## config.mk

```make
export PLATFORM = sky130hd
export DESIGN_NAME = buf_wrapper
export DESIGN_NICKNAME = d
export VERILOG_FILES = /design/src/acc_cfg_pkg.sv /design/src/buf_sram.sv /design/src/buf_wrapper.sv
export SDC_FILE = /design/constraint.sdc
export NUM_CORES = 2
export LEC_CHECK = 0
export BUFFER_PORTS_ARGS = -buffer_cell sky130_fd_sc_hd__buf_2
export CORE_MARGIN = 8
export CORE_UTILIZATION = 63
export DETAILED_ROUTE_END_ITERATION = 7
export PLACE_DENSITY = 0.79
export SYNTH_ARGS = -nofsm -noshare
export SYNTH_HDL_FRONTEND = slang
export SYNTH_HIERARCHICAL = 1
export SYNTH_SLANG_ARGS = --single-unit
```

## constraint.sdc

```tcl
create_clock -name clk -period 6.25 [get_ports clk]
set_input_delay 1.25 -clock clk [delete_from_list [all_inputs] [get_ports clk]]
set_output_delay 1.25 -clock clk [all_outputs]
set_load 0.01 [all_outputs]
```

## src/acc_cfg_pkg.sv

```systemverilog
package acc_cfg_pkg;

  // buffer geometry, one word per sample or result.
  localparam int BUF_DEPTH = 256;
  localparam int BUF_AW = 8;

  // host addresses arrive as byte offsets inside a window.
  localparam int ADDR_SHIFT = 2;
  localparam int HOST_AW = BUF_AW + ADDR_SHIFT;

  // ~~~~~~~~~~~~~~~~~~~~~~~~~~~~~~~~~~~~~~~~~~~~~~~~~~~~~~~~~~~~~~~~~~~~~~
  // datapath widths.
  // ~~~~~~~~~~~~~~~~~~~~~~~~~~~~~~~~~~~~~~~~~~~~~~~~~~~~~~~~~~~~~~~~~~~~~~
  localparam int SAMPLE_W = 16;
  localparam int ACC_W = 32;

  // input buffer word, also used for the kernel taps.
  typedef logic signed [SAMPLE_W-1:0] sample_t;

  // output buffer word, the accumulator wraps at this width.
  typedef logic signed [ACC_W-1:0] acc_t;

endpackage

```

## src/buf_sram.sv

```systemverilog
`timescale 1ns/10ps

module buf_sram #(
  parameter type word_t = acc_cfg_pkg::sample_t
) (
  input  logic                           clk,
  input  logic                           en_i,
  input  logic                           we_i,
  input  logic [acc_cfg_pkg::BUF_AW-1:0] addr_i,
  input  word_t                          wdata_i,
  output word_t                          rdata_o
);

  import acc_cfg_pkg::*;

  word_t mem [BUF_DEPTH];

  // one port, registered read; a write returns the old word.
  always_ff @(posedge clk) begin
    if (en_i) begin
      if (we_i) begin
        mem[addr_i] <= wdata_i;
      end
      rdata_o <= mem[addr_i];
    end
  end

endmodule

```

## src/buf_wrapper.sv

```systemverilog
`timescale 1ns/10ps

module buf_wrapper #(
  parameter type word_t = acc_cfg_pkg::sample_t
) (
  input  logic                            clk,
  input  logic                            rst,
  // engine side.
  input  logic                            eng_busy_i,
  input  logic                            eng_en_i,
  input  logic                            eng_we_i,
  input  logic [acc_cfg_pkg::BUF_AW-1:0]  eng_addr_i,
  input  word_t                           eng_wdata_i,
  output word_t                           eng_rdata_o,
  // host side, byte addressed.
  input  logic                            host_req_i,
  input  logic                            host_we_i,
  input  logic [acc_cfg_pkg::HOST_AW-1:0] host_addr_i,
  input  word_t                           host_wdata_i,
  output word_t                           host_rdata_o
);

  import acc_cfg_pkg::*;

  typedef enum logic [1:0] {
    S_IDLE   = 2'd0,
    S_ENG    = 2'd1,
    S_HOST_R = 2'd2,
    S_HOST_W = 2'd3
  } own_state_t;

  own_state_t        state_q;
  own_state_t        state_d;
  logic              sram_en;
  logic              sram_we;
  logic [BUF_AW-1:0] sram_addr;
  logic [BUF_AW-1:0] host_word_addr;
  word_t             sram_wdata;
  word_t             sram_rdata;

  buf_sram #(.word_t(word_t)) i_sram (
    .clk    (clk),
    .en_i   (sram_en),
    .we_i   (sram_we),
    .addr_i (sram_addr),
    .wdata_i(sram_wdata),
    .rdata_o(sram_rdata)
  );

  always_ff @(posedge clk or posedge rst) begin
    if (rst) begin
      state_q <= S_IDLE;
    end else begin
      state_q <= state_d;
    end
  end

  always_comb begin
    state_d = state_q;
    case (state_q)
      S_IDLE: begin
        if (eng_busy_i) begin
          state_d = S_ENG;
        end else if (host_req_i) begin
          state_d = host_we_i ? S_HOST_W : S_HOST_R;
        end
      end
      S_ENG: if (!eng_busy_i) state_d = S_IDLE;
      // back to back host transfers may switch direction.
      default: begin
        if (!host_req_i) begin
          state_d = S_IDLE;
        end else begin
          state_d = host_we_i ? S_HOST_W : S_HOST_R;
        end
      end
    endcase
  end

  assign host_word_addr = host_addr_i[HOST_AW-1:ADDR_SHIFT];

  // ~~~~~~~~~~~~~~~~~~~~~~~~~~~~~~~~~~~~~~~~~~~~~~~~~~~~~~~~~~~~~~~~~~~~~~
  // sram steering.
  // ~~~~~~~~~~~~~~~~~~~~~~~~~~~~~~~~~~~~~~~~~~~~~~~~~~~~~~~~~~~~~~~~~~~~~~
  always_comb begin
    sram_en    = 1'b0;
    sram_we    = 1'b0;
    sram_addr  = '0;
    sram_wdata = '0;
    case (state_q)
      S_ENG: begin
        sram_en    = eng_en_i;
        sram_we    = eng_we_i;
        sram_addr  = eng_addr_i;
        sram_wdata = eng_wdata_i;
      end
      S_HOST_R: begin
        sram_en   = host_req_i;
        sram_addr = host_word_addr;
      end
      S_HOST_W: begin
        sram_en    = host_req_i;
        sram_we    = host_req_i & host_we_i;
        sram_addr  = host_word_addr;
        sram_wdata = host_wdata_i;
      end
      default: begin
        // first engine read or an early host read may start here.
        if (eng_busy_i) begin
          sram_en    = eng_en_i;
          sram_we    = eng_we_i;
          sram_addr  = eng_addr_i;
          sram_wdata = eng_wdata_i;
        end else if (host_req_i && !host_we_i) begin
          sram_en   = 1'b1;
          sram_addr = host_word_addr;
        end
      end
    endcase
  end

  assign eng_rdata_o  = (state_q == S_ENG) ? sram_rdata : '0;
  assign host_rdata_o = (state_q == S_HOST_R) ? sram_rdata : '0;

endmodule

```

==> metrics.md <==
| Metric | Value |
|---|---|
| Die width | 513 um |
| Drt pass-1 iters | 8 |
| Clock Tree Buf Depth | 4 |
| Post-Synthesis Cells | 6783 |
| Status | complete, but fails checks |
| Synthesized-area fraction occupied by xor and xnor cells | 0% |
| Initial DRC Count | 13084 |
| Multiplexer area fraction after synthesis | 14.8% |
| EDFF count, synth | 4112 |
| Number of I/O port buffers | 86 |
| Largest family of logic cells by synthesized area | multiplexers |
| Post-route ant nets | 0 |
| CP required | 6840 ps |
| Final wirelength | 407000 um |
| Setup CP Type | reg -> reg |
| First-pass GRT wire length | 579000 um |
| Total global-route track usage | 30.5% |
| Yosys cell types | 33 |
| Share of the yosys chip area belonging to registers | 79.3% |
| Count of cells resized by post-cts repair | 0 |
| Relative slew margins | 2.51% |
| Post-synth top area cell | edfxtp_1 |
| Syn Nets | 6840 |
| Die area | 264000 um^2 |
| Crit path max fanout | 36 |
| Minimum clock period | 5060 ps |
| P per Cell Area | 340 nW/um^2 |
| CP endpoint kind | flip-flop |
| Clock-pin slew on the worst setup and hold paths | 60 ps |
| CTS tree | yes |
| H-tree depth | 5 |
| Initial antenna violation count | 16 |
| Met1 Track Usage GR | 40.1% |
| Total of max-cap violations | 0 |
| Clock share of power | 37.9% |
| FF-to-FF Start | state_q[0] |
| Final setup TNS | 0 ps |
| Total CTS buffers | 392 |
| Syn Area/Cell | 23.0 um^2 |
| Detailed-route via count | 79431 |
| Post-synth top cells | 4112 x edfxtp_1, 1024 x mux4_2, 512 x a22oi_1, 270 x clkbuf_1, 260 x nor2_1 |
| R2R setup slack | 1190 ps |
| Starting density of the core | 63.4% |
| Logic pwr share | 10.2% |
| Fmax | 0.197 GHz |
| Vias per cell | 7.26 |
| Cts hold-fix bufs | 0 |
| Post-layout net count | 7466 |
| Syn Std Cell Area | 156000 um^2 |
| Synth area leaders | edfxtp_1 79%, mux4_2 15%, a22oi_1 2.5% |
| FF-to-FF End | i_sram/rdata_o[3] |
| Critical Path Source | state_q[0] |
| Post-Synth Simple-Gate Area | 1.01% |
| Dpl cell area | 164000 um^2 |
| Setup bufs post-CTS | 0 |
| Vias in the first global route | 79904 |
| Fillers | 12930 |
| Layout cell share with drive strength beyond 1 | 29.3% |
| Total grt overflow | 0 |
| Largest net degree at the start of global routing | 229 |
| Count leader, synth | edfxtp_1 |
| Failing checks | design-rule violations |
| Core ar. | 246000 um^2 |
| Fin. Hold Viols | 0 |
| Worst-margin pin slew | 1440 ps |
| Layer with the highest usage | met2 |
| Detail Placement HPWL | 219000 um |
| Leakage | 54.9 nW |
| Row count | 182 |
| Slew Limit Fails | 0 |
| Register bit total from synthesis | 4114 |
| Residual DRC | 2 |
| NetSw | 13.9 mW |
| Hold crit path type | in -> async |
| Area Growth Syn to Fin | 12.9% |
| CP arrival | 5660 ps |
| Finished Cell Area | 176000 um^2 |
| Synth Warn # | 6 |
| Clk sinks | 4114 |
| Height of the chip | 513 um |
| I/O Pins | 89 |
| Max VDD drop | 0.334 mV |
| Adder-Cell Fraction of Synth Area | 0% |
| Period utilization | 81.0% |
| Global Route met3 Usage | 7.21% |
| Worst Reg-to-Reg Cells | 9 |
| CTS root buf | clkbuf_16 |
| Unrepaired setup endpoints after global routing | no |
| Sw frac | 23.2% |
| Setup violators final | 0 |
| Placer Congestion | 0.853 |
| Reg power frac | 51.9% |
| Post-synth ARST share | 0.0486% |
| Worst skew pair latency | 970 ps |
| Compound-cell area share of the yosys netlist | 3.80% |
| Most used flip-flop cell after synthesis | edfxtp_1 |
| Drt wl/cell | 37.2 um |
| Met2 usage in global routing | 48.6% |
| Pint | 45.9 mW |
| Yosys top cell area share | 79.2% |
| Worst setup SP type | flip-flop |
| Clock Skews | 68.2 ps |
kinds of logic (layout without fill, tap and decap cells):
family | Yosys count | in the layout
multiplexers | 1024 | 1024
buffers and inverters | 421 | 1336
flip-flops | 4114 | 4114
AO/OA/AOI/OAI | 859 | 859
other | 0 | 21
AND/OR/NAND/NOR | 365 | 365
worst max-delay path by stage:
stage | endpoint | slack [ps] | depth (start not counted)
finish | i_sram/rdata_o[3] | 1190 | 9
global route | i_sram/rdata_o[3] | 1190 | 12
CTS | i_sram/rdata_o[3] | 1310 | 12
detailed placement | i_sram/rdata_o[3] | 480 | 13
global placement | i_sram/rdata_o[5] | 580 | 13
floorplan | i_sram/mem[0][10] | 450 | 4
metrics by stage:
step                      setup WS, ps  util (%)  hold slack, ps  power (mW)  std cells
after floorplan                    454         -             594        35.4       6783
after detailed placement           476      66.6             660        37.5      10235
after CTS                         1310      71.5            71.7        59.9      10918
after global routing              1190      71.5            98.5        61.1      10919
after global placement             585      66.6             638        37.3      10235
final                             1190      71.5             118        59.9      10939
cell usage in the layout, fill, tap and decap left out, drive strengths merged, types with 11 or more instances in the layout:
| cell | instances |
|---|---|
| nor2 | 261 |
| a21oi | 256 |
| nand4 | 16 |
| clkinv | 155 |
| buf | 651 |
| and2 | 35 |
| o41ai | 64 |
| edfxtp | 4112 |
| mux4 | 1024 |
| clkbuf | 489 |
| a22oi | 512 |
| diode | 21 |
| bufinv | 27 |
| nand2 | 31 |
| a22o | 24 |
| clkinvlp | 11 |
layout make-up:
cell class / count / area, um^2 / area share, %
repair buffers: 651 / 5410 / 3.08
multi-input cells: 2248 / 30900 / 17.6
flip-flops and latches: 4114 / 124000 / 70.2
clock inverters: 194 / 1620 / 0.920
inverters: 2 / 7.51 / 0.00427
well taps: 3220 / 4030 / 2.29
clock buffers: 489 / 10400 / 5.89
diodes: 21 / 52.6 / 0.0299
sequential cells by signal, summed over array words and instances (netlist names):
name	count
i_sram/rdata_o	16
i_sram/mem	4096
state_q	2
metal layers:
metal	routed length [um]	vias to the layer above
li1	-	30444
met4	25300	10
met3	51200	1222
met2	197000	6679
met1	134000	41076
met5	61	-
power by group through the flow:
| stage | clock, mW | combinational, mW | sequential (mW) |
|---|---|---|---|
| finish | 22.7 | 6.12 | 31.0 |
| global route | 23.8 | 6.30 | 31.0 |
| CTS | 22.8 | 6.03 | 31.0 |
| detailed placement | 0 | 5.89 | 31.6 |
| global placement | 0 | 5.71 | 31.6 |
| floorplan | 0 | 3.57 | 31.8 |
critical path, cell delays in order, from the launching register on:
cell     delay [ps]
dfrtp_1         440
nor4b_2         320
or2_1           360
a22o_4          680
buf_12          330
mux4_2          360
a22oi_1         230
a21oi_1         280
o41ai_1        1310
nand4_1         290
Note: power is estimated with default switching activity, not from simulation.
