File: src/acc_cfg_pkg.sv
package acc_cfg_pkg;

  // buffer geometry, one word per sample or result.
  localparam int BUF_DEPTH = 256;
  localparam int BUF_AW = 8;

  // host addresses arrive as byte offsets inside a window.
  localparam int ADDR_SHIFT = 2;
  localparam int HOST_AW = BUF_AW + ADDR_SHIFT;

  // ~~~~~~~~~~~~~~~~~~~~~~~~~~~~~~~~~~~~~~~~~~~~~~~~~~~~~~~~~~~~~~~~~~~~~~
  // datapath widths.
  // ~~~~~~~~~~~~~~~~~~~~~~~~~~~~~~~~~~~~~~~~~~~~~~~~~~~~~~~~~~~~~~~~~~~~~~
  localparam int SAMPLE_W = 16;
  localparam int ACC_W = 32;

  // input buffer word, also used for the kernel taps.
  typedef logic signed [SAMPLE_W-1:0] sample_t;

  // output buffer word, the accumulator wraps at this width.
  typedef logic signed [ACC_W-1:0] acc_t;

endpackage

File: src/conv_engine.sv
`timescale 1ns/10ps

module conv_engine (
  input  logic                           clk,
  input  logic                           rst,
  input  logic                           start_i,
  input  logic [acc_cfg_pkg::BUF_AW-1:0] len_i,
  input  acc_cfg_pkg::sample_t           k0_i,
  input  acc_cfg_pkg::sample_t           k1_i,
  input  acc_cfg_pkg::sample_t           k2_i,
  output logic                           busy_o,
  output logic                           done_o,
  // input buffer, read only.
  output logic                           in_en_o,
  output logic [acc_cfg_pkg::BUF_AW-1:0] in_addr_o,
  input  acc_cfg_pkg::sample_t           in_rdata_i,
  // output buffer, write only.
  output logic                           out_en_o,
  output logic                           out_we_o,
  output logic [acc_cfg_pkg::BUF_AW-1:0] out_addr_o,
  output acc_cfg_pkg::acc_t              out_wdata_o
);

  import acc_cfg_pkg::*;

  localparam int CW = BUF_AW + 2;

  logic              busy_q;
  logic              done_q;
  logic              vld_q;
  logic [CW-1:0]     t_q;
  logic [CW-1:0]     rd_last;
  logic [CW-1:0]     run_last;
  logic [CW-1:0]     wr_idx;
  logic              wr_fire;
  logic [BUF_AW-1:0] len_q;
  sample_t           k0_q;
  sample_t           k1_q;
  sample_t           k2_q;
  sample_t           win0_q;
  sample_t           win1_q;
  acc_t              prod0;
  acc_t              prod1;
  acc_t              prod2;

  // reads 0..len+1, the run ends one cycle after the last read returns.
  assign rd_last  = CW'(len_q) + CW'(1);
  assign run_last = CW'(len_q) + CW'(2);

  always_ff @(posedge clk or posedge rst) begin
    if (rst) begin
      busy_q <= 1'b0;
      done_q <= 1'b0;
      vld_q  <= 1'b0;
      t_q    <= '0;
    end else begin
      vld_q <= in_en_o;
      if (start_i) begin
        busy_q <= 1'b1;
        done_q <= 1'b0;
        t_q    <= '0;
      end else if (busy_q) begin
        t_q <= t_q + CW'(1);
        if (t_q == run_last) begin
          busy_q <= 1'b0;
          done_q <= 1'b1;
        end
      end
    end
  end

  // run parameters are frozen at start.
  always_ff @(posedge clk) begin
    if (start_i) begin
      len_q <= len_i;
      k0_q  <= k0_i;
      k1_q  <= k1_i;
      k2_q  <= k2_i;
    end
    if (vld_q) begin
      win1_q <= in_rdata_i;
      win0_q <= win1_q;
    end
  end

  assign in_en_o   = busy_q && (t_q <= rd_last);
  assign in_addr_o = t_q[BUF_AW-1:0];

  // ~~~~~~~~~~~~~~~~~~~~~~~~~~~~~~~~~~~~~~~~~~~~~~~~~~~~~~~~~~~~~~~~~~~~~~
  // mac, newest sample taken straight from the sram.
  // ~~~~~~~~~~~~~~~~~~~~~~~~~~~~~~~~~~~~~~~~~~~~~~~~~~~~~~~~~~~~~~~~~~~~~~
  assign prod0 = acc_t'(k0_q) * acc_t'(win0_q);
  assign prod1 = acc_t'(k1_q) * acc_t'(win1_q);
  assign prod2 = acc_t'(k2_q) * acc_t'(in_rdata_i);

  assign wr_fire     = vld_q && (t_q >= CW'(3));
  assign wr_idx      = t_q - CW'(3);
  assign out_en_o    = wr_fire;
  assign out_we_o    = wr_fire;
  assign out_addr_o  = wr_idx[BUF_AW-1:0];
  assign out_wdata_o = prod0 + prod1 + prod2;

  assign busy_o = busy_q;
  assign done_o = done_q;

endmodule

File: config.mk
export PLATFORM = sky130hd
export DESIGN_NAME = conv_engine
export DESIGN_NICKNAME = d
export VERILOG_FILES = /design/src/acc_cfg_pkg.sv /design/src/conv_engine.sv
export SDC_FILE = /design/constraint.sdc
export NUM_CORES = 2
export LEC_CHECK = 0
export BUFFER_PORTS_ARGS = -buffer_cell sky130_fd_sc_hd__buf_2
export CAP_MARGIN = 20
export CORE_ASPECT_RATIO = 1.75
export CORE_MARGIN = 5
export CORE_UTILIZATION = 44
export CTS_CLUSTER_SIZE = 8
export DETAILED_ROUTE_END_ITERATION = 16
export GPL_TIMING_DRIVEN = 0
export PLACE_DENSITY = 0.63
export SYNTH_ARGS = -nofsm -noshare
export SYNTH_HDL_FRONTEND = slang
export SYNTH_SLANG_ARGS = --single-unit
File: constraint.sdc
create_clock -name clk -period 9.9 [get_ports clk]
set_input_delay 0.99 -clock clk [delete_from_list [all_inputs] [get_ports clk]]
set_output_delay 0.99 -clock clk [all_outputs]
set_load 0.03 [all_outputs]
==> reports/results.md <==
- 12 — reg2reg path depth
- sky130_fd_sc_hd__edfxtp_1 — most instantiated flip-flop cell in the synthesis netlist
- sky130_fd_sc_hd__fa_1 — most used cell along the critical path
- 3 — CTS H-Tree Depth
- 0.01839 ns — Worst Skew
- 60.79% — Synth Area in Adders
- 127 — IO buf count
- 0 — CTS hold repair buffers
- 0.70 ns — largest stage delay on the critical path
- 48.26% — Finished Core Util
- 9 — CTS buffer count
- 8.91 ns — endpoint required time on the critical path
- 3,453 — number of standard cells after synthesis
- 0.07629 sq mm — Core Region
- register to output port — Crit Path Class
- sky130_fd_sc_hd__clkbuf_16 — Clock Tree Root
- sky130_fd_sc_hd__inv_1 — cell with the most instances after synthesis
- 377.1 um — Chip Height
- 5 — Initial DRT Pass Iterations
- 2 — buffers from clock root to sink, at most
- 0.08289 sq mm — Die Area
- 0.7007 ns — Least-Margin Pin Slew
- 0.10 ns — clock slew seen by the registers of the worst setup and hold paths
- 5.041 — number of vias per cell
- register — Startpoint Class
- 0 — detailed-route DRC error count
- 53.11% — post-synth top area share
- 219.8 um — Die Width
- 0.5257 ns — post-route worst hold slack
- 0.03389 sq mm — post-synthesis cell area
- 2.404% — XOR/XNOR Fraction of Synth Area
- 10 — Max Fanout on Critical Path
- 8.640% — area added between synthesis and finish
- 0 — final antenna-violating net count
- 4,635 — number of nets produced by synthesis
- 4,820 — nets
- 0.02954% — multiplexer area fraction after synthesis
- 8.757% — share of post-route cells with drive strength above 1
- 98.59% — final critical-path share of the clock period
- 12.87% — async set-reset flop share out of synthesis
- 155,400 um — first-pass GRT wire length
- 44.42% — starting density of the core
- 0 — hold violation count in the final report
- -1.215 ns — worst setup timing slack at the placement stage
- output port — Setup crit end kind
- 0.9454 — final weighted congestion of routability-driven global placement
- 25.93% — overall track demand over capacity in global routing
- 23,520 — detailed-route via count
- 7,302 — count of fill cells added during filler insertion
- 0 — Synthesis Warnings
- 88 — number of enable-type register cells in the synthesized netlist
- register to register — Tightest Hold Check Type
- 0 — Remaining Overflow, GRT
- 0 — max-slew violations
- sky130_fd_sc_hd__fa_1 (53%), sky130_fd_sc_hd__inv_1 (12%), sky130_fd_sc_hd__edfxtp_1 (7.8%) — Synth area leaders
- 9.814 sq um — Post-Synthesis Mean Instance Area
- 0.002969 sq mm — area taken by flip-flops and latches
- finished, final reports clean — outcome
- 0 — number of max-capacitance violations reported
- 39 — largest net degree at the start of global routing
- 59 — number of library cell types mapped by synthesis
- 102,800 um — aggregate routed wire length
- 0.1400 ns — worst path setup slack after routing
- built — TritonCTS clock tree
- 22.03 um — post-detailed-route wirelength per cell
- sky130_fd_sc_hd__inv_1 (1,063), sky130_fd_sc_hd__fa_1 (899), sky130_fd_sc_hd__nand2_1 (405) — most frequent cells after synthesis
- 9.760 ns — post-layout min period
- 7 — number of antenna violations at the first check in global routing
- 8.77 ns — CP Data Arrival Time
- 101 — clock sink count
- 26,530 — vias in the first global route
- 8.758% — Seq/Total Area, Yosys
- 134 — std cell rows
- 88,240 um — half-perimeter wire length after detailed placement
- 2 — number of cells traversed by the worst hold path
- sky130_fd_sc_hd__fa_2 — slowest cell on the critical path
- 0.02654 sq mm — footprint of the multi-input gates
- 128 — I/O pin cnt
- 12.83% — simple-gate share of the synthesized area
- 0.44 ns — Clk Latency, worst-skew pair
- 0 — total of endpoints with negative setup slack in the final report
- 101 — flip-flop and latch count after synthesis
- 0.1025 GHz — Max Clock Freq
- 1.972% — compound-gate portion of the synthesized area
- 53.28% — tightest slew margin relative to the limit
- sky130_fd_sc_hd__fa_1 — cell taking the most area after synthesis
- 1,293 — number of design-rule violations left by the first detailed-router iteration
- adder cells — largest family of logic cells by synthesized area
-- layout by cell type, fill, tap and decap left out, types with 6 or more instances in the layout --
cell type / synthesis / layout
sky130_fd_sc_hd__inv_1: 1063 / 1062
sky130_fd_sc_hd__fa_1: 899 / 890
sky130_fd_sc_hd__nand2_1: 405 / 403
sky130_fd_sc_hd__and2_1: 337 / 336
sky130_fd_sc_hd__ha_1: 208 / 202
sky130_fd_sc_hd__buf_2: 1 / 124
sky130_fd_sc_hd__edfxtp_1: 88 / 88
sky130_fd_sc_hd__xnor2_1: 67 / 67
sky130_fd_sc_hd__buf_4: 9 / 61
sky130_fd_sc_hd__clkbuf_2: 1 / 59
sky130_fd_sc_hd__nor2_1: 49 / 49
sky130_fd_sc_hd__nand2b_1: 29 / 29
sky130_fd_sc_hd__clkbuf_1: 104 / 26
sky130_fd_sc_hd__xor2_1: 26 / 26
sky130_fd_sc_hd__a21oi_1: 23 / 22
sky130_fd_sc_hd__nand3_1: 14 / 14
sky130_fd_sc_hd__clkbuf_4: 0 / 13
sky130_fd_sc_hd__a21o_1: 13 / 13
sky130_fd_sc_hd__o21ai_0: 12 / 12
sky130_fd_sc_hd__nor2b_1: 12 / 12
sky130_fd_sc_hd__dfrtp_1: 13 / 12
sky130_fd_sc_hd__clkbuf_16: 0 / 11
sky130_fd_sc_hd__nor3_1: 10 / 9
sky130_fd_sc_hd__fa_2: 0 / 9
sky130_fd_sc_hd__nand4_1: 7 / 7
sky130_fd_sc_hd__a21oi_2: 5 / 6
sky130_fd_sc_hd__ha_2: 0 / 6
-- sequential cells by signal (all words and copies together), names as in the netlist --
signal / flops
k2_q: 16
done_o: 1
win0_q: 16
win1_q: 16
busy_o: 1
len_q: 8
k0_q: 16
t_q: 10
k1_q: 16
vld_q: 1
-- final cells by class --
| cell class | count | share of cell area, % |
|---|---|---|
| Clock inverter | 6 | 0.1767 |
| Inverter | 1063 | 10.85 |
| Buffer | 115 | 1.733 |
| Antenna cell | 3 | 0.02039 |
| Clock buffer | 10 | 0.6797 |
| Sequential cell | 101 | 8.065 |
| Multi-Input combinational cell | 2172 | 72.09 |
| Timing Repair Buffer | 176 | 2.923 |
| Tap cell | 1020 | 3.466 |
-- cell families after synthesis --
group           after synthesis
buf+inv                    1180
fa+ha+maj                  1107
simple gates                880
flops                       101
xor+xnor                     93
compound gates               91
mux                           1
-- worst max-delay path: cells and delay by family, from the launching register on --
kind | cells | cell delay (ns)
AOI/OAI and AO/OA | 6 | 1.06
xor gates and xnor gates | 1 | 0.17
adders and majority gates | 10 | 5.14
buffers and inverters | 6 | 0.73
DFF | 1 | 0.58
and+or+nand+nor | 2 | 0.62
-- metrics by stage --
step	std cells	TNS [ns]	instance area, sq um
global placement	4600	-15.12	35800
finish	4666	0	36820
floorplan	3453	0	33890
global route	4663	-0.002008	36810
detailed placement	4603	-11.91	35880
CTS	4639	0	36490
-- final timing paths --
check | from | endpoint | slack (ns)
max | win1_q[3]$_DFFE_PP_ | out_wdata_o[31] | 0.14
min | done_o$_DFFE_PP0P_ | done_o$_DFFE_PP0P_ | 0.53
max reg2reg | len_q[2]$_DFFE_PP_ | vld_q$_DFF_PP0_ | 7.28
min reg2reg | done_o$_DFFE_PP0P_ | done_o$_DFFE_PP0P_ | 0.53
max in group asynchronous | rst | vld_q$_DFF_PP0_ | 8.94
min in group asynchronous | rst | t_q[7]$_DFFE_PP0P_ | 0.58
-- what timing repair did --
| item | in CTS | in global routing |
|---|---|---|
| pin swaps | 1 | 7 |
| gates resized for setup | 61 | 122 |
| endpoints found under the setup margin | 15 | 12 |
| setup buffers | 21 | 25 |
-- metal layers --
metal  part of all wire (%)  global-route usage, %  vias to the layer above
met5                  0.031                      0                        -
met4                    9.7                  19.41                        4
met3                    3.9                  2.175                      317
met2                     55                  48.27                      785
met1                     32                  26.55                    12330
li1                       -                      -                    10090
Power is not shown: default switching activity piles up to over one toggle a cycle in this logic, so the estimate is an artifact.
