## src/acc_cfg_pkg.sv

```systemverilog
package acc_cfg_pkg;

  // buffer geometry, one word per sample or result.
  localparam int BUF_DEPTH = 256;
  localparam int BUF_AW = 8;

  // host addresses arrive as byte offsets inside a window.
  localparam int ADDR_SHIFT = 2;
  localparam int HOST_AW = BUF_AW + ADDR_SHIFT;

  // ~~~~~~~~~~~~~~~~~~~~~~~~~~~~~~~~~~~~~~~~~~~~~~~~~~~~~~~~~~~~~~~~~~~~~~
  // datapath widths.
  // ~~~~~~~~~~~~~~~~~~~~~~~~~~~~~~~~~~~~~~~~~~~~~~~~~~~~~~~~~~~~~~~~~~~~~~
  localparam int SAMPLE_W = 16;
  localparam int ACC_W = 32;

  // input buffer word, also used for the kernel taps.
  typedef logic signed [SAMPLE_W-1:0] sample_t;

  // output buffer word, the accumulator wraps at this width.
  typedef logic signed [ACC_W-1:0] acc_t;

endpackage

```

## src/apb_map_pkg.sv

```systemverilog
package apb_map_pkg;

  localparam int APB_AW = 12;
  localparam int APB_DW = 32;

  // register offsets.
  localparam logic [APB_AW-1:0] REG_CTRL = 12'h000;
  localparam logic [APB_AW-1:0] REG_STATUS = 12'h004;
  localparam logic [APB_AW-1:0] REG_LEN = 12'h008;
  localparam logic [APB_AW-1:0] REG_K0 = 12'h00C;
  localparam logic [APB_AW-1:0] REG_K1 = 12'h010;
  localparam logic [APB_AW-1:0] REG_K2 = 12'h014;

  // buffer windows, 1 KB each, selected by the bits above WIN_LSB.
  localparam logic [APB_AW-1:0] IN_WIN_BASE = 12'h400;
  localparam logic [APB_AW-1:0] OUT_WIN_BASE = 12'h800;
  localparam int WIN_LSB = 10;

  localparam int CTRL_START_BIT = 0;
  localparam int STATUS_BUSY_BIT = 0;
  localparam int STATUS_DONE_BIT = 1;

endpackage

```

## src/apb_regs.sv

```systemverilog
`timescale 1ns/10ps

module apb_regs (
  input  logic                            clk,
  input  logic                            rst,
  input  logic                            psel_i,
  input  logic                            penable_i,
  input  logic                            pwrite_i,
  input  logic [apb_map_pkg::APB_AW-1:0]  paddr_i,
  input  logic [apb_map_pkg::APB_DW-1:0]  pwdata_i,
  output logic [apb_map_pkg::APB_DW-1:0]  prdata_o,
  output logic                            pready_o,
  output logic                            pslverr_o,
  output logic                            start_o,
  output logic [acc_cfg_pkg::BUF_AW-1:0]  len_o,
  output acc_cfg_pkg::sample_t            k0_o,
  output acc_cfg_pkg::sample_t            k1_o,
  output acc_cfg_pkg::sample_t            k2_o,
  input  logic                            busy_i,
  input  logic                            done_i,
  output logic                            in_req_o,
  output logic                            in_we_o,
  output logic [acc_cfg_pkg::HOST_AW-1:0] in_addr_o,
  output acc_cfg_pkg::sample_t            in_wdata_o,
  input  acc_cfg_pkg::sample_t            in_rdata_i,
  output logic                            out_req_o,
  output logic                            out_we_o,
  output logic [acc_cfg_pkg::HOST_AW-1:0] out_addr_o,
  output acc_cfg_pkg::acc_t               out_wdata_o,
  input  acc_cfg_pkg::acc_t               out_rdata_i
);

  import acc_cfg_pkg::*;
  import apb_map_pkg::*;

  logic              setup;
  logic              access;
  logic              in_hit;
  logic              out_hit;
  logic              win_hit;
  logic              reg_hit;
  logic              buf_rd;
  logic              blocked;
  logic              blk_q;
  logic              rd_wait_q;
  logic              start_q;
  logic [BUF_AW-1:0] len_q;
  sample_t           k0_q;
  sample_t           k1_q;
  sample_t           k2_q;

  assign setup   = psel_i & ~penable_i;
  assign access  = psel_i & penable_i;
  assign in_hit  = paddr_i[APB_AW-1:WIN_LSB] == IN_WIN_BASE[APB_AW-1:WIN_LSB];
  assign out_hit = paddr_i[APB_AW-1:WIN_LSB] == OUT_WIN_BASE[APB_AW-1:WIN_LSB];
  assign win_hit = in_hit | out_hit;
  assign buf_rd  = win_hit & ~pwrite_i;

  always_comb begin
    case (paddr_i)
      REG_CTRL, REG_STATUS, REG_LEN, REG_K0, REG_K1, REG_K2: reg_hit = 1'b1;
      default: reg_hit = 1'b0;
    endcase
  end

  // busy is sampled in setup and held for the rest of the transfer.
  // a pending start counts as busy.
  assign blocked = setup ? (busy_i | start_q) : blk_q;

  assign pready_o  = access & (~buf_rd | rd_wait_q);
  assign pslverr_o = pready_o & ((~reg_hit & ~win_hit) | (win_hit & blocked));

  always_ff @(posedge clk or posedge rst) begin
    if (rst) begin
      blk_q     <= 1'b0;
      rd_wait_q <= 1'b0;
      start_q   <= 1'b0;
    end else begin
      if (setup) begin
        blk_q <= busy_i | start_q;
      end
      rd_wait_q <= access & buf_rd & ~rd_wait_q;
      start_q   <= access & pwrite_i & (paddr_i == REG_CTRL) &
                   pwdata_i[CTRL_START_BIT] & ~busy_i;
    end
  end

  // ~~~~~~~~~~~~~~~~~~~~~~~~~~~~~~~~~~~~~~~~~~~~~~~~~~~~~~~~~~~~~~~~~~~~~~
  // configuration registers.
  // ~~~~~~~~~~~~~~~~~~~~~~~~~~~~~~~~~~~~~~~~~~~~~~~~~~~~~~~~~~~~~~~~~~~~~~
  always_ff @(posedge clk or posedge rst) begin
    if (rst) begin
      len_q <= '0;
      k0_q  <= '0;
      k1_q  <= '0;
      k2_q  <= '0;
    end else if (access && pwrite_i) begin
      case (paddr_i)
        REG_LEN: len_q <= pwdata_i[BUF_AW-1:0];
        REG_K0:  k0_q <= pwdata_i[SAMPLE_W-1:0];
        REG_K1:  k1_q <= pwdata_i[SAMPLE_W-1:0];
        REG_K2:  k2_q <= pwdata_i[SAMPLE_W-1:0];
        default: ;
      endcase
    end
  end

  always_comb begin
    prdata_o = '0;
    if (in_hit) begin
      if (!blocked) prdata_o = APB_DW'(in_rdata_i);
    end else if (out_hit) begin
      if (!blocked) prdata_o = out_rdata_i;
    end else begin
      case (paddr_i)
        REG_STATUS: begin
          prdata_o[STATUS_BUSY_BIT] = busy_i;
          prdata_o[STATUS_DONE_BIT] = done_i;
        end
        REG_LEN: prdata_o = APB_DW'(len_q);
        REG_K0:  prdata_o = APB_DW'(k0_q);
        REG_K1:  prdata_o = APB_DW'(k1_q);
        REG_K2:  prdata_o = APB_DW'(k2_q);
        default: ;
      endcase
    end
  end

  assign start_o = start_q;
  assign len_o   = len_q;
  assign k0_o    = k0_q;
  assign k1_o    = k1_q;
  assign k2_o    = k2_q;

  // window offset goes to the wrappers as a byte address.
  assign in_req_o    = psel_i & in_hit & ~blocked;
  assign in_we_o     = pwrite_i;
  assign in_addr_o   = paddr_i[HOST_AW-1:0];
  assign in_wdata_o  = pwdata_i[SAMPLE_W-1:0];
  assign out_req_o   = psel_i & out_hit & ~blocked;
  assign out_we_o    = pwrite_i;
  assign out_addr_o  = paddr_i[HOST_AW-1:0];
  assign out_wdata_o = pwdata_i;

endmodule

```

## config.mk

```make
export PLATFORM = sky130hd
export DESIGN_NAME = apb_regs
export DESIGN_NICKNAME = d
export VERILOG_FILES = /design/src/acc_cfg_pkg.sv /design/src/apb_map_pkg.sv /design/src/apb_regs.sv
export SDC_FILE = /design/constraint.sdc
export NUM_CORES = 1
export LEC_CHECK = 0
export BUFFER_PORTS_ARGS = -buffer_cell sky130_fd_sc_hd__clkbuf_2
export CAP_MARGIN = 20
export CELL_PAD_IN_SITES_DETAIL_PLACEMENT = 0
export CELL_PAD_IN_SITES_GLOBAL_PLACEMENT = 1
export CORE_MARGIN = 2
export CORE_UTILIZATION = 33
export DETAILED_ROUTE_END_ITERATION = 16
export GPL_ROUTABILITY_DRIVEN = 0
export HOLD_SLACK_MARGIN = 0.03
export PLACE_DENSITY = 0.95
export SLEW_MARGIN = 20
export SYNTH_ARGS = -nofsm -noshare
export SYNTH_HDL_FRONTEND = slang
export SYNTH_SLANG_ARGS = --single-unit
```

## constraint.sdc

```tcl
create_clock -name clk -period 4.1 [get_ports clk]
set_input_delay 0.41 -clock clk [delete_from_list [all_inputs] [get_ports clk]]
set_output_delay 0.41 -clock clk [all_outputs]
set_load 0.005 [all_outputs]
```

==> results by group, run 1 <==
Clock network
  – Hold Buf Count CTS: 0
  – Clock root buffer: clkbuf_16
  – Num CTS Buffers: 9
  – Clock tree buffer depth: 2
  – Clk sinks: roughly 60
  – H-tree depth: 3
  – Post-CTS Setup Bufs: 0
  – Worst-Skew Late Latency: about 0.32 ns
  – CTS tree: yes
  – Cts repair resizes: 0
  – Clock slew seen by the registers of the worst setup and hold paths: ~0.05 ns

Global routing
  – Gr usage total: approximately a fifth
  – GRT overflow: 0
  – First-pass GRT wire length: between 15000 and 20000 um
  – Initial antenna violation count: 0
  – Largest net degree at the start of global routing: 60
  – Vias in the first global route: between 3000 and 4000

Detailed routing
  – Vias: 3416
  – Antenna viol nets, final: 0
  – Routed wire length: approximately 12000 um
  – Mean routed wirelength per cell: around 19 um
  – DR vias/cell: between 5 and 6
  – Initial DRC Count: 130
  – Drt drc: 0
  – Drt pass-1 iters: 4

Floorplanning
  – Core footprint: ~11000 sq um
  – Initial Util: around a third
  – Die height: roughly 110 um
  – Row count: 39
  – Die width: 113 um
  – Die area: approximately 13000 sq um
  – IO Pins: around 260

Logic synthesis
  – Syn nets: ~470
  – Main synth FF type: dfrtp_1
  – Syn avg cell area: 10.7 sq um
  – Post-synth ARST share: 100%
  – Post-Synthesis Cells: roughly 360
  – Synthesized flop and latch total: 59
  – Register area share after synthesis: between 30% and 40%
  – EDFF count, synth: 0
  – Synth unique cells: between 40 and 50
  – YS warnings: 0
  – Cell Area, Synth: 3890 sq um

Finish
  – # fillers: between 1000 and 1500
  – Antenna Cells: 0
  – Layout cells sized above 1: 62.6%
  – Area Growth Syn to Fin: 27.2%
  – Nets: around 620
  – Non-filler cells in the finished layout: about 670
  – Commonest non-fill, non-tap cell in the layout: clkbuf_2
  – Most frequent cells in the layout: 229 x clkbuf_2, 59 x dfrtp_1, 53 x mux2_2, 37 x nand3_1, 16 x mux2i_1

Status
  – Status: finished clean

Worst setup path
  – Worst-path fanout max: 26
  – Critical path, cell by cell: or4b_2 -> o21ai_2 -> buf_4 -> nand3_1 -> nand3_1 -> clkbuf_2
  – Critical setup path kind: reg2out
  – Slowest stage delay, CP: 0.63 ns
  – Slowest CP cell: or4b_2
  – Setup crit start kind: register
  – Critical Path End Type: output pin
  – Crit path top cell by count: nand3_1
  – Worst path required time: 3.69 ns
  – Arrival time worst endpoint: approximately 2.7 ns

Min path
  – HP Class: in2async

Power and ir drop
  – Worst VDD drop: 0.000208 V
  – Leak: roughly 2.8 nW
  – Cell Pwr Density: about 310 nW/um^2

Place
  – Dpl cells: 652
  – I/O Buffers: ~230
  – Post-DP HPWL: roughly 9400 um

Timing
  – Max Fclk: 324 MHz
  – Headroom to the max-slew limit: roughly 47%
  – Worst-margin pin slew: 0.800 ns
  – Layout Skew: 0.000692 ns
  – Setup_tns: 0 ns
  – Crit path time final: around 3 ns
  – Tcrit/Tclk final: between 70% and 80%
  – Final-report max-slew violation count: 0
  – RSZ-0062 raised after global routing: no
  – Final setup viols: 0
  – Final Hold Viols: 0

Job
  – Max-cap viol count: 0
-- per-layer routing --
layer / vias to the layer above / global-route usage (%) / part of all wire [%]
met2: 166 / 35.6 / 54
met3: 11 / 4.16 / 6.1
met5: - / 0 / 0
met4: 0 / 5.85 / 1.2
li1: 1571 / - / -
met1: 1668 / 21.5 / 39
-- worst paths after layout --
check                           startpoint  slack (ns)      endpoint  cells past startpoint
min in group clk                 penable_i        0.36     rd_wait_q                      3
worst min-delay path                   rst        0.29       k0_o[2]                      3
worst max-delay path               start_o        1.01  prdata_o[23]                      6
max in group asynchronous              rst        3.26       k1_o[9]                      3
worst max register to register     start_o        2.37         blk_q                      3
worst min register to register   rd_wait_q        0.51     rd_wait_q                      3
-- where the power goes --
part / switching (mW) / internal [mW]
Combinational: 0.121 / 0.0897
Sequential: 0.00125 / 0.585
Clock: 0.257 / 0.480
-- registers in the layout, indices dropped and copies added, names as in the netlist --
register	cells
k0_o	16
k1_o	16
k2_o	16
len_o	8
blk_q	1
rd_wait_q	1
start_o	1
-- cell families after synthesis --
kind of cell               after synthesis  synth area share, %
DFF                                     59                 38.0
muxes                                   79                 23.3
buffers and inverters                   94                 16.3
adders and majority gates                3                0.965
AOI/OAI and AO/OA                       47                 9.23
and+or+nand+nor                         81                 12.2
-- critical path, delay by kind of cell (launching register included) --
kind | cells | cell delay (ns)
AND/OR/NAND/NOR | 3 | 1.37
flip-flops | 1 | 0.38
buffers and inverters | 2 | 0.47
AO/OA/AOI/OAI | 1 | 0.12
-- per-stage QoR --
stage | utilization (%) | setup slack, ns | hold WS, ns | cell area (sq um) | total power [mW]
global placement | 40.6 | 1.22 | 0.480 | 4660 | 0.803
finish | 43.2 | 1.01 | 0.289 | 4950 | 1.53
floorplan | - | 1.76 | 0.466 | 3890 | 0.733
CTS | 43.2 | 0.999 | 0.324 | 4950 | 1.56
detailed placement | 40.6 | 1.08 | 0.509 | 4660 | 0.808
global route | 43.2 | 0.847 | 0.379 | 4950 | 1.60
-- cells in the mapped netlist, types with 2 or more instances --
cell	count	area, sq um
a21oi_1	2	10.0
a22o_1	8	70.1
a22oi_1	15	113
and3_1	3	18.8
buf_2	10	50.1
buf_4	70	526
clkbuf_1	7	26.3
dfrtp_1	59	1480
ha_1	3	37.5
inv_1	4	15.0
mux2_2	53	597
mux2_4	10	150
mux2i_1	16	160
nand2_1	15	56.3
nand3_1	37	185
nand3_2	2	20.0
nand3b_1	2	15.0
nor2_1	6	22.5
nor2b_1	2	12.5
nor4_4	2	42.5
o21ai_0	2	10.0
o221ai_1	6	52.6
o22ai_1	7	43.8
o2bb2ai_1	3	26.3
-- area by class of cell --
type | instances | area, sq um | area share, %
inverter | 5 | 18.8 | 0.379
multi-input combinational | 210 | 1790 | 36.2
clock buffer | 10 | 239 | 4.83
clock inverter | 5 | 53.8 | 1.09
tap | 143 | 179 | 3.62
timing repair buffer | 235 | 1190 | 24.1
sequential | 59 | 1480 | 29.8
(Power assumes the default switching activity.)
==> run 2, diff against run 1 <==
--- a/config.mk
+++ b/config.mk
@@ -10,11 +10,11 @@
 export CELL_PAD_IN_SITES_DETAIL_PLACEMENT = 0
 export CELL_PAD_IN_SITES_GLOBAL_PLACEMENT = 1
 export CORE_MARGIN = 2
-export CORE_UTILIZATION = 33
+export CORE_UTILIZATION = 27
 export DETAILED_ROUTE_END_ITERATION = 16
 export GPL_ROUTABILITY_DRIVEN = 0
 export HOLD_SLACK_MARGIN = 0.03
-export PLACE_DENSITY = 0.95
+export PLACE_DENSITY = 0.86
 export SLEW_MARGIN = 20
 export SYNTH_ARGS = -nofsm -noshare
 export SYNTH_HDL_FRONTEND = slang
==> constraint.sdc (replaced) <==
create_clock -name clk -period 2.5 [get_ports clk]
set_input_delay 0.25 -clock clk [delete_from_list [all_inputs] [get_ports clk]]
set_output_delay 0.25 -clock clk [all_outputs]
set_load 0.005 [all_outputs]
==> results by group, run 2 (same netlist as run 1, synthesis figures left out) <==
Worst setup path
  – Worst-path fanout max: 9 (-65%)
  – Reg2Reg Depth: 3 (unchanged)
  – Setup crit start kind: register
  – Arrival time worst endpoint: 2.17 ns (-0.51 ns)
  – Worst reg2reg startpoint: start_o
  – R2r setup slk: 0.92 ns (-1.45 ns)
  – Worst path required time: 2.25 ns (-1.44 ns)
  – Critical Path End Type: output pin
  – Critical setup path kind: reg2out
  – Critical R2R Capture: blk_q

Finish
  – Non-filler cells in the finished layout: 722 (+8.2%)
  – Most frequent cells in the layout: 229 x clkbuf_2, 59 x dfrtp_1, 53 x mux2_2, 37 x nand3_1, 17 x buf_4
  – Area Growth Syn to Fin: 34.3%
  – Commonest non-fill, non-tap cell in the layout: clkbuf_2
  – Final Cell Area: 5220 sq um (+5.6%)
  – Nets: 639 (+2.7%)
  – Layout cells sized above 1: 64.2% (+1.6 points)
  – Antenna Cells: 0 (unchanged)

Power and ir drop
  – Switching share of power: 25.0% (+0.34 points)
  – Internal power: 1.94 mW (+68%)
  – Leak: 2.94 nW (+4.2%)
  – Worst VDD drop: 0.000334 V (+60%)
  – Flop pwr share: 37.2% (-1.0 points)
  – Clock power share: 47.4% (-0.7 points)
  – Switching pwr: 0.648 mW (+71%)
  – Combinational share of power: 15.4% (+1.7 points)
  – Cell Pwr Density: 495 nW/um^2 (+60%)

Global routing
  – Vias in the first global route: 3445 (+1.1%)
  – GRT overflow: 0 (unchanged)
  – Largest net degree at the start of global routing: 36 (-40%)
  – First-pass GRT wire length: 19300 um (+3.1%)
  – Gr usage total: 17.1% (-2.0 points)
  – Initial antenna violation count: 0 (unchanged)

Min path
  – Worst Hold End: rd_wait_q
  – Hold wc startpoint: penable_i
  – HP Class: in2reg
  – Hold path cells: 3

Place
  – I/O Buffers: 229 (unchanged)
  – Dpl cells: 701 (+7.5%)
  – DP Area: 4830 sq um (+3.7%)
  – Post-DP HPWL: 9670 um (+2.5%)
  – Placement Setup Slack: -0.0284 ns (-1.11 ns)

Floorplanning
  – Die width: 124 um (+10%)
  – Die height: 124 um (+10%)
  – IO Pins: 262 (unchanged)
  – Row count: 43 (+10%)
  – Initial Util: 27.8% (-6.1 points)
  – Core footprint: 14000 sq um (+22%)
  – Die area: 15400 sq um (+21%)

Detailed routing
  – Antenna viol nets, final: 0 (unchanged)
  – Initial DRC Count: 98 (-25%)
  – Vias: 3478 (+1.8%)
  – Drt drc: 0 (unchanged)
  – Routed wire length: 13000 um (+4.4%)
  – Mean routed wirelength per cell: 18.0 um (-3.6%)
  – Drt pass-1 iters: 4 (unchanged)
  – DR vias/cell: 4.82 (-5.9%)

Clock network
  – Clock tree buffer depth: 2 (unchanged)
  – Clock slew seen by the registers of the worst setup and hold paths: 0.06 ns (about the same)
  – Worst-Skew Late Latency: 0.34 ns (+0.02 ns)
  – H-tree depth: 3 (unchanged)
  – CTS tree: yes
  – Clk sinks: 59 (unchanged)
  – Clock root buffer: clkbuf_16
  – Num CTS Buffers: 9 (unchanged)

Timing
  – Tcrit/Tclk final: between 90 and 100%
  – Final-report max-slew violation count: 0 (unchanged)
  – Crit path time final: roughly 2.4 ns
  – Headroom to the max-slew limit: 61.3% (+15 points)
  – Final setup viols: 0 (unchanged)
  – Max Fclk: 414 MHz
  – PnR worst setup slack: 0.0822 ns (-0.930 ns)
  – Worst-margin pin slew: 0.580 ns (-0.220 ns)
  – Layout Skew: 0.000420 ns (-0.000272 ns)
  – Final Hold Viols: 0 (unchanged)
  – RSZ-0062 raised after global routing: no

Job
  – Max-cap viol count: 0 (unchanged)

Status
  – Status: finished clean
-- run 2: cell types whose count changed in the layout (fill, tap and decap cells not counted), sizes merged --
cell / delta
clkinvlp: +1
bufbuf: +1
clkbuf: +1
dlygate4sd3: +1
clkinv: -1
buf: +15
-- run 2: cell type report --
class,instances,area (sq um)
fill,1437,8760
multi-input combinational,210,1810
sequential,59,1480
timing repair buffer,252,1400
clock buffer,11,243
tap,180,225
clock inverter,5,52.6
inverter,5,20.0
-- run 2: per-layer routing --
layer / routed length (um) / GRT usage [%] / up-vias
li1: - / - / 1613
met1: 5440 / 20.9 / 1696
met2: 6610 / 29.6 / 140
met3: 635 / 2.98 / 29
met4: 293 / 7.44 / 0
met5: 0 / 0 / -
-- run 2: power groups by stage --
stage | combinational [mW] | clock [mW] | sequential (mW)
finish | 0.398 | 1.23 | 0.963
CTS | 0.396 | 1.27 | 0.963
floorplan | 0.224 | 0 | 0.977
global placement | 0.358 | 0 | 0.978
detailed placement | 0.365 | 0 | 0.978
global route | 0.441 | 1.31 | 0.962
-- run 2: worst max-delay path by stage --
| stage | to | slack, ns | start |
|---|---|---|---|
| after global routing | prdata_o[23] | 0.008 | start_o |
| after floorplan | prdata_o[21] | 0.48 | paddr_i[10] |
| final | prdata_o[0] | 0.08 | start_o |
| after global placement | prdata_o[5] | 0.05 | paddr_i[10] |
| after detailed placement | prdata_o[12] | -0.03 | paddr_i[10] |
| after CTS | prdata_o[24] | 0.007 | start_o |
-- run 2: metrics by stage --
| step | setup TNS [ns] | util [%] | power [mW] | hold slack (ns) |
|---|---|---|---|---|
| finish | 0 | 37.3 | 2.59 | 0.184 |
| global route | 0 | 37.3 | 2.71 | 0.199 |
| detailed placement | -0.0563 | 34.5 | 1.34 | 0.335 |
| CTS | 0 | 37.1 | 2.62 | 0.164 |
| floorplan | 0 | - | 1.20 | 0.385 |
| global placement | 0 | 34.5 | 1.34 | 0.317 |
-- run 2: worst max-delay path, stage by stage (launching register included) --
cell and delay, ns:
dfrtp_1 0.38, or4b_2 0.65, o21ai_4 0.15, clkinv_2 0.23
o2bb2ai_1 0.27, clkbuf_2 0.15
-- run 2: timing repair --
item                                    4_1_cts  5_1_grt
endpoints found under the setup margin       14       24
endpoints found under the hold margin        24        0
gates resized for setup                       2        3
pin swaps                                     1        0
gates cloned                                  1        0
hold buffers                                  1        0
setup buffers                                 2        1
